--- src/fx3_pkg.sv ---
package fx3_pkg;

    // FX3 slave FIFO bus, 16-bit mode
    // the upper half of the 32-bit bus is not used
    localparam int DATA_W = 16;

    // socket address pins A1..A0
    localparam int ADDR_W = 2;

    // out-endpoint socket, host to FPGA
    // read while SLOE and SLRD are low
    localparam logic [ADDR_W-1:0] ADDR_STREAM_OUT = 2'd3;

    // in-endpoint socket, FPGA to host
    // also the parked address while idle
    localparam logic [ADDR_W-1:0] ADDR_STREAM_IN = 2'd0;

    // cycles from SLRD low, as the FX3 samples it,
    // until the word is valid at the FPGA input register
    // 2 for the FX3 at 100 MHz in synchronous mode
    localparam int READ_LATENCY = 2;

    // flag usage, all active high as configured in firmware
    //   flaga  in-endpoint has space
    //   flagb  in-endpoint above watermark, pause writing
    //   flagc  out-endpoint holds a full block
    //   flagd  out-endpoint may be read now
    // strobes SLCS, SLRD, SLOE, SLWR are active low

endpackage

--- src/xfer_pkg.sv ---
package xfer_pkg;

    // words per block in each direction
    // reduced from the 4096 of the board build
    localparam int BLOCK_WORDS = 64;

    // counters must reach BLOCK_WORDS itself
    localparam int CNT_W = $clog2(BLOCK_WORDS + 1);

    // buffer address width
    localparam int PTR_W = $clog2(BLOCK_WORDS);

    // master mode
    // idle: chip not selected, waiting for flagc
    // stream-out: read one block from the out-endpoint
    // stream-in: write the stored block to the in-endpoint
    typedef enum logic [1:0] {
        MODE_IDLE       = 2'd0,
        MODE_STREAM_OUT = 2'd1,
        MODE_STREAM_IN  = 2'd2
    } master_mode_t;

    // encoding 2'd3 is unused, the FSM falls back to idle

endpackage

--- src/loop_buffer.sv ---
module loop_buffer (
    input  logic                        usb_clk,
    input  logic                        reset_,
    input  logic                        push_i,
    input  logic [fx3_pkg::DATA_W-1:0]  push_data_i,
    input  logic                        pop_i,
    output logic [fx3_pkg::DATA_W-1:0]  pop_data_o,
    output logic                        empty_o
);

    // one block of storage
    logic [fx3_pkg::DATA_W-1:0] mem [xfer_pkg::BLOCK_WORDS];

    logic [xfer_pkg::PTR_W-1:0] wr_ptr_q;
    logic [xfer_pkg::PTR_W-1:0] rd_ptr_q;
    // words held, 0..BLOCK_WORDS
    logic [xfer_pkg::CNT_W-1:0] count_q;

    // pointer wrap for any depth
    logic wr_wrap;
    logic rd_wrap;

    assign wr_wrap = (wr_ptr_q == xfer_pkg::PTR_W'(xfer_pkg::BLOCK_WORDS - 1));
    assign rd_wrap = (rd_ptr_q == xfer_pkg::PTR_W'(xfer_pkg::BLOCK_WORDS - 1));

    // storage write
    always_ff @(posedge usb_clk) begin
        if (push_i) begin
            mem[wr_ptr_q] <= push_data_i;
        end
    end

    // pointers and fill level
    always_ff @(posedge usb_clk or negedge reset_) begin
        if (!reset_) begin
            wr_ptr_q <= '0;
            rd_ptr_q <= '0;
            count_q  <= '0;
        end else begin
            if (push_i) begin
                wr_ptr_q <= wr_wrap ? '0 : wr_ptr_q + 1'b1;
            end
            if (pop_i) begin
                rd_ptr_q <= rd_wrap ? '0 : rd_ptr_q + 1'b1;
            end
            // push and pop together leave the level unchanged
            if (push_i && !pop_i) begin
                count_q <= count_q + 1'b1;
            end else if (pop_i && !push_i) begin
                count_q <= count_q - 1'b1;
            end
        end
    end

    // show-ahead, head word valid whenever not empty
    assign pop_data_o = mem[rd_ptr_q];
    assign empty_o    = (count_q == '0);

endmodule

--- src/fx3_stream_out_reader.sv ---
module fx3_stream_out_reader (
    input  logic                        usb_clk,
    input  logic                        reset_,
    input  logic                        out_start_i,
    input  logic                        flagd_i,
    input  logic [fx3_pkg::DATA_W-1:0]  fdata_i,
    output logic                        rd_req_o,
    output logic                        push_o,
    output logic [fx3_pkg::DATA_W-1:0]  push_data_o,
    output logic                        out_done_o
);

    logic                               flagd_q;
    logic                               busy_q;
    // reads issued and words captured
    logic [xfer_pkg::CNT_W-1:0]         rd_cnt_q;
    logic [xfer_pkg::CNT_W-1:0]         push_cnt_q;
    // mirrors the controller's SLRD pin register
    logic                               rd_pin_q;
    // one bit per cycle of FX3 read latency
    logic [fx3_pkg::READ_LATENCY-1:0]   valid_sr_q;
    logic                               push_q;
    logic [fx3_pkg::DATA_W-1:0]         fdata_q;
    logic                               done_q;
    logic                               rd_all;
    logic                               last_push;

    assign rd_all    = (rd_cnt_q == xfer_pkg::CNT_W'(xfer_pkg::BLOCK_WORDS));
    assign last_push = push_q &&
                       (push_cnt_q == xfer_pkg::CNT_W'(xfer_pkg::BLOCK_WORDS - 1));

    // request while flagd allows and the block is not fully issued
    assign rd_req_o = busy_q && flagd_q && !rd_all;

    always_ff @(posedge usb_clk or negedge reset_) begin
        if (!reset_) begin
            flagd_q    <= 1'b0;
            busy_q     <= 1'b0;
            rd_cnt_q   <= '0;
            push_cnt_q <= '0;
            rd_pin_q   <= 1'b0;
            valid_sr_q <= '0;
            push_q     <= 1'b0;
            done_q     <= 1'b0;
        end else begin
            flagd_q  <= flagd_i;
            rd_pin_q <= rd_req_o;
            // slrd sampled by FX3, then the latency pipeline
            valid_sr_q[0] <= rd_pin_q;
            for (int i = 1; i < fx3_pkg::READ_LATENCY; i++) begin
                valid_sr_q[i] <= valid_sr_q[i-1];
            end
            // tag matches the word landing in fdata_q
            push_q <= valid_sr_q[fx3_pkg::READ_LATENCY-1];
            done_q <= last_push;
            if (out_start_i) begin
                busy_q     <= 1'b1;
                rd_cnt_q   <= '0;
                push_cnt_q <= '0;
            end else begin
                if (rd_req_o) begin
                    rd_cnt_q <= rd_cnt_q + 1'b1;
                end
                if (push_q) begin
                    push_cnt_q <= push_cnt_q + 1'b1;
                end
                // in-flight words drain before busy drops
                if (last_push) begin
                    busy_q <= 1'b0;
                end
            end
        end
    end

    // input register on the FX3 data bus
    always_ff @(posedge usb_clk) begin
        fdata_q <= fdata_i;
    end

    assign push_o      = push_q;
    assign push_data_o = fdata_q;
    // one cycle after the last push
    assign out_done_o  = done_q;

endmodule

--- src/fx3_stream_in_writer.sv ---
module fx3_stream_in_writer (
    input  logic                        usb_clk,
    input  logic                        reset_,
    input  logic                        in_start_i,
    input  logic                        flaga_i,
    input  logic                        flagb_i,
    input  logic                        empty_i,
    input  logic [fx3_pkg::DATA_W-1:0]  pop_data_i,
    output logic                        pop_o,
    output logic                        wr_req_o,
    output logic [fx3_pkg::DATA_W-1:0]  wr_data_o,
    output logic                        in_done_o
);

    logic                       flaga_q;
    logic                       flagb_q;
    logic                       busy_q;
    // write requests issued this block
    logic [xfer_pkg::CNT_W-1:0] wr_cnt_q;
    logic                       done_q;
    logic                       flags_ok;
    logic                       last_wr;

    // space available and below watermark
    assign flags_ok = flaga_q && !flagb_q;

    assign wr_req_o = busy_q && flags_ok && !empty_i;
    assign last_wr  = wr_req_o &&
                      (wr_cnt_q == xfer_pkg::CNT_W'(xfer_pkg::BLOCK_WORDS - 1));

    // every write consumes the head word
    assign pop_o     = wr_req_o;
    assign wr_data_o = pop_data_i;

    always_ff @(posedge usb_clk or negedge reset_) begin
        if (!reset_) begin
            flaga_q  <= 1'b0;
            flagb_q  <= 1'b0;
            busy_q   <= 1'b0;
            wr_cnt_q <= '0;
            done_q   <= 1'b0;
        end else begin
            flaga_q <= flaga_i;
            flagb_q <= flagb_i;
            done_q  <= last_wr;
            if (in_start_i) begin
                busy_q   <= 1'b1;
                wr_cnt_q <= '0;
            end else if (wr_req_o) begin
                wr_cnt_q <= wr_cnt_q + 1'b1;
                // stop right after the last request
                if (last_wr) begin
                    busy_q <= 1'b0;
                end
            end
        end
    end

    // pulse in the cycle SLWR shows the last word
    assign in_done_o = done_q;

endmodule

--- src/fx3_mode_ctrl.sv ---
module fx3_mode_ctrl (
    input  logic                        usb_clk,
    input  logic                        reset_,
    input  logic                        flagc_i,
    input  logic                        rd_req_i,
    input  logic                        wr_req_i,
    input  logic [fx3_pkg::DATA_W-1:0]  wr_data_i,
    input  logic                        out_done_i,
    input  logic                        in_done_i,
    output logic                        out_start_o,
    output logic                        in_start_o,
    output logic                        slcs_o,
    output logic                        slrd_o,
    output logic                        sloe_o,
    output logic                        slwr_o,
    output logic [fx3_pkg::ADDR_W-1:0]  fifo_addr_o,
    output logic [fx3_pkg::DATA_W-1:0]  fdata_o,
    output logic                        fdata_oe_o
);

    xfer_pkg::master_mode_t mode_q;
    xfer_pkg::master_mode_t mode_next;

    logic flagc_q;
    logic out_start_next;
    logic in_start_next;
    // strobes gated by the owning mode
    logic rd_strobe;
    logic wr_strobe;

    // mode sequencing
    always_comb begin
        mode_next      = mode_q;
        out_start_next = 1'b0;
        in_start_next  = 1'b0;
        case (mode_q)
            xfer_pkg::MODE_IDLE: begin
                // full block waiting in the out-endpoint
                if (flagc_q) begin
                    mode_next      = xfer_pkg::MODE_STREAM_OUT;
                    out_start_next = 1'b1;
                end
            end
            xfer_pkg::MODE_STREAM_OUT: begin
                // last word stored, send it back
                if (out_done_i) begin
                    mode_next     = xfer_pkg::MODE_STREAM_IN;
                    in_start_next = 1'b1;
                end
            end
            xfer_pkg::MODE_STREAM_IN: begin
                if (in_done_i) begin
                    mode_next = xfer_pkg::MODE_IDLE;
                end
            end
            default: begin
                mode_next = xfer_pkg::MODE_IDLE;
            end
        endcase
    end

    assign rd_strobe = rd_req_i && (mode_q == xfer_pkg::MODE_STREAM_OUT);
    assign wr_strobe = wr_req_i && (mode_q == xfer_pkg::MODE_STREAM_IN);

    // state, start pulses and pin registers
    always_ff @(posedge usb_clk or negedge reset_) begin
        if (!reset_) begin
            mode_q      <= xfer_pkg::MODE_IDLE;
            flagc_q     <= 1'b0;
            out_start_o <= 1'b0;
            in_start_o  <= 1'b0;
            slcs_o      <= 1'b1;
            slrd_o      <= 1'b1;
            sloe_o      <= 1'b1;
            slwr_o      <= 1'b1;
            fifo_addr_o <= fx3_pkg::ADDR_STREAM_IN;
            fdata_oe_o  <= 1'b0;
        end else begin
            flagc_q     <= flagc_i;
            mode_q      <= mode_next;
            out_start_o <= out_start_next;
            in_start_o  <= in_start_next;
            // chip selected outside idle
            slcs_o      <= (mode_next == xfer_pkg::MODE_IDLE);
            slrd_o      <= !rd_strobe;
            // output enable held for the whole read phase
            sloe_o      <= (mode_next != xfer_pkg::MODE_STREAM_OUT);
            slwr_o      <= !wr_strobe;
            // in-endpoint address doubles as the parked one
            if (mode_next == xfer_pkg::MODE_STREAM_OUT) begin
                fifo_addr_o <= fx3_pkg::ADDR_STREAM_OUT;
            end else begin
                fifo_addr_o <= fx3_pkg::ADDR_STREAM_IN;
            end
            // drive the bus only while writing the block
            fdata_oe_o  <= (mode_next == xfer_pkg::MODE_STREAM_IN);
        end
    end

    // write data, aligned with slwr_o
    always_ff @(posedge usb_clk) begin
        if (wr_strobe) begin
            fdata_o <= wr_data_i;
        end
    end

endmodule

--- src/fx3_loopback_top.sv ---
module fx3_loopback_top (
    input  logic                        usb_clk,
    input  logic                        reset_,
    // FX3 control strobes, active low
    output logic                        slcs_o,
    output logic                        slrd_o,
    output logic                        sloe_o,
    output logic                        slwr_o,
    output logic [fx3_pkg::ADDR_W-1:0]  fifo_addr_o,
    output logic [fx3_pkg::DATA_W-1:0]  fdata_o,
    output logic                        fdata_oe_o,
    // FX3 flags and read data
    input  logic                        flaga_i,
    input  logic                        flagb_i,
    input  logic                        flagc_i,
    input  logic                        flagd_i,
    input  logic [fx3_pkg::DATA_W-1:0]  fdata_i
);

    logic                       out_start;
    logic                       in_start;
    logic                       out_done;
    logic                       in_done;
    logic                       rd_req;
    logic                       wr_req;
    logic [fx3_pkg::DATA_W-1:0] wr_data;
    // buffer traffic
    logic                       push;
    logic [fx3_pkg::DATA_W-1:0] push_data;
    logic                       pop;
    logic [fx3_pkg::DATA_W-1:0] pop_data;
    logic                       empty;

    fx3_mode_ctrl ctrl_i (
        .usb_clk     (usb_clk),
        .reset_      (reset_),
        .flagc_i     (flagc_i),
        .rd_req_i    (rd_req),
        .wr_req_i    (wr_req),
        .wr_data_i   (wr_data),
        .out_done_i  (out_done),
        .in_done_i   (in_done),
        .out_start_o (out_start),
        .in_start_o  (in_start),
        .slcs_o      (slcs_o),
        .slrd_o      (slrd_o),
        .sloe_o      (sloe_o),
        .slwr_o      (slwr_o),
        .fifo_addr_o (fifo_addr_o),
        .fdata_o     (fdata_o),
        .fdata_oe_o  (fdata_oe_o)
    );

    fx3_stream_out_reader reader_i (
        .usb_clk     (usb_clk),
        .reset_      (reset_),
        .out_start_i (out_start),
        .flagd_i     (flagd_i),
        .fdata_i     (fdata_i),
        .rd_req_o    (rd_req),
        .push_o      (push),
        .push_data_o (push_data),
        .out_done_o  (out_done)
    );

    fx3_stream_in_writer writer_i (
        .usb_clk    (usb_clk),
        .reset_     (reset_),
        .in_start_i (in_start),
        .flaga_i    (flaga_i),
        .flagb_i    (flagb_i),
        .empty_i    (empty),
        .pop_data_i (pop_data),
        .pop_o      (pop),
        .wr_req_o   (wr_req),
        .wr_data_o  (wr_data),
        .in_done_o  (in_done)
    );

    loop_buffer buffer_i (
        .usb_clk     (usb_clk),
        .reset_      (reset_),
        .push_i      (push),
        .push_data_i (push_data),
        .pop_i       (pop),
        .pop_data_o  (pop_data),
        .empty_o     (empty)
    );

endmodule

--- config.mk ---
export PLATFORM = sky130hd
export DESIGN_NAME = fx3_loopback_top
export DESIGN_NICKNAME = d
export VERILOG_FILES = /design/src/fx3_pkg.sv /design/src/xfer_pkg.sv /design/src/loop_buffer.sv /design/src/fx3_stream_out_reader.sv /design/src/fx3_stream_in_writer.sv /design/src/fx3_mode_ctrl.sv /design/src/fx3_loopback_top.sv
export SDC_FILE = /design/constraint.sdc
export NUM_CORES = 1
export LEC_CHECK = 0
export BUFFER_PORTS_ARGS = -buffer_cell sky130_fd_sc_hd__buf_2
export CAP_MARGIN = 20
export CORE_ASPECT_RATIO = 1.5
export CORE_MARGIN = 8
export CORE_UTILIZATION = 62
export DETAILED_ROUTE_END_ITERATION = 7
export GPL_TIMING_DRIVEN = 0
export PLACE_DENSITY = 0.78
export SETUP_SLACK_MARGIN = 0.15
export SLEW_MARGIN = 20
export SYNTH_ARGS = -nofsm -noshare
export SYNTH_HDL_FRONTEND = slang
export SYNTH_SLANG_ARGS = --single-unit
--- constraint.sdc ---
create_clock -name usb_clk -period 3.6 [get_ports usb_clk]
set_input_delay 0.9 -clock usb_clk [delete_from_list [all_inputs] [get_ports usb_clk]]
set_output_delay 0.9 -clock usb_clk [all_outputs]
set_load 0.01 [all_outputs]
==> impl_metrics.toml, run 1 <==
[synth]
yosysWarnings = 0
ys_async_sr_fraction_pct = 5.546
ys_seq_area_share_pct = 77.02
synth_fp_nets = 2108
synth_cells = 2073
synth.distinct_cells = 56
syn_area_mm2 = 0.04298
synth_edf_count = 1040
syn_area_per_cell_um2 = 20.74
synth_flop_cell = "edfxtp_1"
ys_seq_elements = 1118

[critical_path]
arrival_ns = 3.92
max_stage_delay_ns = 0.57
worstPathRequired_ns = 3.99
r2r_start = "buffer_i.rd_ptr_q[1]$_DFFE_PN0P_"
path_buf_inv = 4
path_cells = "clkbuf_1, buf_2, nand3_1, clkbuf_1, o22ai_1, a2111oi_1, clkdlybuf4s18_2, a211oi_1, a221o_2"
reg2reg_depth = 9
ff2ff_setup_slack_ns = 0.07
end_kind = "flop"
crit_type = "flop to flop"
critPathSlowestCell = "clkbuf_1"
r2r_end = "ctrl_i.fdata_o[11]$_DFFE_PP_"
cp-start-kind = "flop"
crit_path_frequent_cell = "clkbuf_1"
cpLargestDelayFamily = "buffers and inverters"
cp_max_fo = 10

[timing]
fmax_ghz = 0.2834
fin_worst_skew_ns = 0.02467
slew_headroom_pct = 26.45
setup_viol = 0
drv_slew = 0
rsz0062_at_grt = "true"
finalCriticalPeriod_ns = 3.528
layout_worst_path_cycle_share_pct = 98.00
finalHoldViolCount = 0
worstMarginPinSlew_ns = 1.103

[power_and_ir_drop]
vdd.ir_drop.worst_v = 0.0003714
leakage_nw = 15.33
power_mw = 27.33
cellPowerDensity_mw_per_mm2 = 557.0

[cts]
cts-root-buf = "clkbuf_16"
clockBufferDepth = 3
cts.sinks = 1118
cts_tree = "done"
cts_setup_buffers = 0
path_clk_slew_ns = 0.07
clk_latency_ns = 0.67
cts.hold.buffers_added = 0
cts_buffers = 95
cts_max_level = 3

[cells_and_area]
final_area_mm2 = 0.04907
final_core_util_pct = 71.32
synthToLayoutAreaGrowth_pct = 14.15
fin_nets = 2320
drive_gt1_share_pct = 29.42
final_common_cell = "edfxtp_1"
final_cell_mix = "1040 x edfxtp_1, 241 x mux4_2, 98 x clkbuf_16"
num-fill-cells = 3870

[floorplanning]
io_pins = 45
die_h_um = 338.5
start_util_pct = 62.48
die_area_mm2 = 0.07818
rows = 118
die_x_um = 231.0
coreArea_mm2 = 0.06880

[placed_design]
io_buffers = 44
gp_routability_congestion = 0.9260
dpl_cell_area_mm2 = 0.04550
dp_hpwl_um = 70900

[route]
via_per_inst = 6.905
final_antenna_net_count = 0
wl_per_cell_um = 34.08
wirelength_um = 111400
first_pass_iters = 6
first_iter_violations = 2863
drc_errors = 0
num_vias = 22570

[global_route]
grt_overflow = 0
grt_max_degree = 65
grt_pass1_vias = 23180
grt_pass1_wl_um = 159300
antenna_found_initial = 2
track_usage_pct = 28.50

[outcome]
outcome = "finished, final reports clean"

[flow_run]
drv_cap = 0

[worst_hold_path]
hp-class = "input pin to asynchronous set/reset pin"
## worst register-to-register path, cell delays in order (launching register included)
cell             delay, ns
dfrtp_1               0.38
clkbuf_1              0.20
buf_2                 0.28
nand3_1               0.21
clkbuf_1              0.57
o22ai_1               0.22
a2111oi_1             0.50
clkdlybuf4s18_2       0.34
a211oi_1              0.12
a221o_2               0.43
## cell usage after synthesis (4+ instances only)
master     instances  area (um2)
a2111oi_0         15       131.4
a211oi_1          35       262.8
a21o_1             4       30.03
a21oi_1           40       200.2
a221o_1           15       150.1
a221oi_1           5       43.79
buf_1             21       78.83
buf_2             23       115.1
buf_4             12       90.09
buf_6             11       123.9
clkbuf_1          47       176.4
dfrtp_1           58        1451
dfstp_2            4       105.1
dfxtp_1           16       320.3
edfxtp_1        1040       31230
ha_1              12       150.1
inv_1             16       60.06
mux2_2            13       146.4
mux2i_1           66       660.6
mux4_2           241        5428
nand2_1           83       311.6
nand2b_1           4       25.02
nand3_1           10       50.05
nand3b_1           4       30.03
nand4_1            7       43.79
nor2_1            94       352.8
nor2b_1           26       162.7
nor3_1            12       60.06
nor4_1             4       25.02
nor4b_1            9       78.83
o21ai_0           36       180.2
o221ai_1           6       52.55
o22ai_1           16       100.1
o31ai_1           13       97.59
or3_1              7       43.79
xnor2_1           12       105.1
xor2_1            11       96.34
## registers in the layout, indices dropped and copies added, names as in the netlist, 2 cells and up
name,cells
writer_i.wr_cnt_q,7
reader_i.rd_cnt_q,7
ctrl_i.mode_q,2
buffer_i.wr_ptr_q,6
reader_i.push_cnt_q,7
buffer_i.count_q,7
reader_i.valid_sr_q,2
buffer_i.mem,1024
buffer_i.rd_ptr_q,6
reader_i.push_data_o,16
ctrl_i.fdata_o,16
## through the flow
step	setup TNS (ns)	setup slack (ns)	cells	hold slack (ns)
CTS	0	0.02277	3266	0.09686
finish	0	0.07182	3268	0.1192
floorplan	0	0.5155	2073	0.3312
detailed placement	-6.761	-0.8425	3088	0.3378
global placement	-123.36	-0.9706	3017	0.3361
global route	0	0.1328	3266	0.1248
## layout make-up
cell class | count | area (um2) | share of cell area [%]
inverter | 16 | 60.06 | 0.1224
timing repair buffer | 115 | 1137 | 2.318
clock inverter | 63 | 745.7 | 1.520
multi-input combinational | 824 | 9642 | 19.65
tap | 900 | 1126 | 2.295
clock buffer | 115 | 2526 | 5.149
buffer | 115 | 666.9 | 1.359
antenna | 2 | 5.005 | 0.01020
sequential | 1118 | 33160 | 67.58
## logic make-up (layout without fill, tap and decap cells)
logic type      after synthesis  in the layout  synth area share (%)
flops                      1118           1118                 77.02
mux                         320            320                 14.50
simple gates                272            272                 2.975
compound gates              196            196                 3.100
buf+inv                     131            424                 1.534
xor+xnor                     23             23                0.4686
fa+ha+maj                    13             13                0.3959
other cells                   0              2                     0
## per-layer routing
layer,vias to the layer above,wire (um),GRT usage [%]
met4,0,8002,18.43
met1,11650,36050,33.26
li1,8944,-,-
met2,1575,56780,47.91
met3,401,10540,5.601
met5,-,0,0
## worst max path at each step
| stage | startpoint | cells after the start | slack, ns | end |
|---|---|---|---|---|
| 2_1_floorplan | buffer_i.count_q[0]$_DFFE_PN0P_ | 13 | 0.52 | buffer_i.count_q[6]$_DFFE_PN0P_ |
| 3_3_place_gp | buffer_i.rd_ptr_q[1]$_DFFE_PN0P_ | 7 | -0.97 | ctrl_i.fdata_o[5]$_DFFE_PP_ |
| 3_5_place_dp | buffer_i.count_q[0]$_DFFE_PN0P_ | 13 | -0.84 | buffer_i.count_q[6]$_DFFE_PN0P_ |
| 4_1_cts | buffer_i.count_q[3]$_DFFE_PN0P_ | 13 | 0.02 | buffer_i.count_q[6]$_DFFE_PN0P_ |
| 5_1_grt | buffer_i.rd_ptr_q[0]$_DFFE_PN0P_ | 10 | 0.13 | ctrl_i.fdata_o[11]$_DFFE_PP_ |
| 6_report | buffer_i.rd_ptr_q[1]$_DFFE_PN0P_ | 9 | 0.07 | ctrl_i.fdata_o[11]$_DFFE_PP_ |
## where the power goes
group,switching [mW],internal (mW)
registers,0.356,14.6
clock network,4.70,6.18
logic,0.965,0.553
## what timing repair did
item / CTS / global route
gates resized for setup: 58 / 22
setup endpoints to repair: 92 / 11
pin swaps: 1 / 2
cloned: 0 / 0
No activity file was read; power rests on OpenSTA's default activity.
==> inputs of run 2 (changes only) <==
--- a/config.mk
+++ b/config.mk
@@ -12,7 +12,7 @@
 export CORE_UTILIZATION = 62
 export DETAILED_ROUTE_END_ITERATION = 7
 export GPL_TIMING_DRIVEN = 0
-export PLACE_DENSITY = 0.78
+export PLACE_DENSITY_LB_ADDON = 0.2
 export SETUP_SLACK_MARGIN = 0.15
 export SLEW_MARGIN = 20
 export SYNTH_ARGS = -nofsm -noshare
==> run 2 against run 1 <==
  * Power down 1.5%
  * Sequential cell count unchanged
  * Clock skew up 0.0024 ns
  * Global-route usage down 1.8 points
  * Clock-buffer cell count up 24
  * Non-clock buffer count unchanged
  * Critical endpoint is now ctrl_i.fdata_o[1]$_DFFE_PP_
  * Largest power group unchanged
==> impl_metrics.toml, run 2 (synthesis gave the netlist of run 1 again) <==
[outcome]
outcome = "finished, final reports clean"

[cells_and_area]
largest_register = "buffer_i.mem"
num-fill-cells = 4094
final_cell_mix = "1040 x edfxtp_1, 241 x mux4_2, 102 x clkbuf_16"
fin_nets = 2321
synthToLayoutAreaGrowth_pct = 13.69
largest_register_ffs = 1024
instances_no_fill = 3268
final_common_cell = "edfxtp_1"
drive_gt1_share_pct = 28.73

[critical_path]
r2r_start = "buffer_i.rd_ptr_q[1]$_DFFE_PN0P_"
crit_start = "buffer_i.rd_ptr_q[1]$_DFFE_PN0P_"
cp_max_fo = 10
worstPathRequired_ns = 3.99
end_kind = "flop"
cp-start-kind = "flop"
crit_type = "flop to flop"
arrival_ns = 3.89

[cts]
cts_tree = "done"
clk_latency_ns = 0.67
cts_buffers = 96
cts.sinks = 1118
path_clk_slew_ns = 0.07
cts-root-buf = "clkbuf_16"
clockBufferDepth = 3
cts_max_level = 3

[route]
num_vias = 21660
drc_errors = 0
via_per_inst = 6.627
wl_per_cell_um = 31.72
final_antenna_net_count = 0
wirelength_um = 103700
first_pass_iters = 6
first_iter_violations = 2482

[power_and_ir_drop]
vdd.ir_drop.worst_v = 0.0004642
cellPowerDensity_mw_per_mm2 = 550.8
leakage_nw = 15.31
power_mw = 26.92

[floorplanning]
die_area_mm2 = 0.07818
rows = 118
die_x_um = 231.0
io_pins = 45
coreArea_mm2 = 0.06880
start_util_pct = 62.48
die_h_um = 338.5

[timing]
drv_slew = 0
layout_worst_path_cycle_share_pct = 97.28
tns_ns = 0
fmax_ghz = 0.2856
slew_headroom_pct = 25.22
worstMarginPinSlew_ns = 1.122
setup_ws_ns = 0.09810
fin_worst_skew_ns = 0.02708
setup_viol = 0
rsz0062_at_grt = "true"
finalHoldViolCount = 0
hold_slack_ns = 0.3342
finalCriticalPeriod_ns = 3.502

[flow_run]
drv_cap = 0

[placed_design]
dp.cells = 3087
pre_cts_ws_ns = -0.5191
dp_hpwl_um = 70060
gp_routability_congestion = 0.9207
io_buffers = 44

[global_route]
grt_max_degree = 65
grt_overflow = 0
antenna_found_initial = 1
track_usage_pct = 26.72
grt_pass1_wl_um = 150700
grt_pass1_vias = 22250

[worst_hold_path]
hp-class = "input pin to asynchronous set/reset pin"
run 2: changes by cell type in the layout (fill, tap and decap cells not counted), sizes merged:
cell	before	now
bufinv	16	8
clkbuf	162	189
clkdlybuf4s15	4	0
clkdlybuf4s18	1	2
clkinv	33	29
clkinvlp	9	1
diode	2	1
inv	21	18
run 2: routing by layer:
| metal | GRT usage [%] | routed length [um] | up-vias |
|---|---|---|---|
| li1 | - | - | 8963 |
| met1 | 33.12 | 35980 | 11280 |
| met2 | 44.48 | 52980 | 1153 |
| met3 | 3.885 | 7779 | 255 |
| met4 | 16.18 | 6900 | 2 |
| met5 | 0 | 13 | - |
run 2: repair_timing:
action | CTS | global route
endpoints found under the setup margin | 19 | 13
hold buffers | 0 | 0
endpoints found under the hold margin | 0 | 0
pin swaps | 1 | 0
gates resized for setup | 43 | 16
setup buffers | 1 | 0
run 2: final cells by class:
cell class,count,area [um2],share of cell area (%)
Antenna cell,1,2.502,0.005121
Buffer,115,641.9,1.313
Clock buffer,139,2801,5.733
Clock inverter,40,396.6,0.8116
Inverter,16,60.06,0.1229
Multi-Input combinational cell,824,9564,19.57
Sequential cell,1118,33150,67.84
Tap cell,900,1126,2.304
Timing Repair Buffer,115,1121,2.294
run 2: metrics by stage:
stage	area, um2	utilization, %
floorplan	42980	-
global placement	44330	64.43
detailed placement	45450	66.07
CTS	48820	70.96
global route	48870	71.02
finish	48870	71.03
run 2: critical path, stage by stage (launching register included):
cell	delay, ns
dfrtp_1	0.35
clkbuf_1	0.34
clkbuf_4	0.37
buf_2	0.41
mux4_2	0.39
nor4b_1	0.17
o21ai_0	0.51
a211oi_1	0.27
a221o_1	0.41
run 2: worst paths after layout:
| kind | slack (ns) | depth (start not counted) | to |
|---|---|---|---|
| max in group asynchronous | 2.70 | 1 | buffer_i.rd_ptr_q[2]$_DFFE_PN0P_ |
| max reg2reg | 0.1 | 8 | ctrl_i.fdata_o[1]$_DFFE_PP_ |
| min in group usb_clk | 0.33 | 1 | reader_i.push_data_o[4]$_DFF_P_ |
| min | 0.33 | 1 | reader_i.rd_cnt_q[4]$_DFFE_PN0P_ |
| max | 0.1 | 8 | ctrl_i.fdata_o[1]$_DFFE_PP_ |
| min reg2reg | 0.36 | 0 | reader_i.valid_sr_q[0]$_DFF_PN0_ |
run 2: power breakdown:
group | internal [mW] | switching (mW) | leakage [nW] | total (mW)
logic | 0.538 | 0.938 | 3.47 | 1.48
clock network | 5.98 | 4.55 | 1.58 | 10.5
registers | 14.6 | 0.331 | 10.3 | 14.9
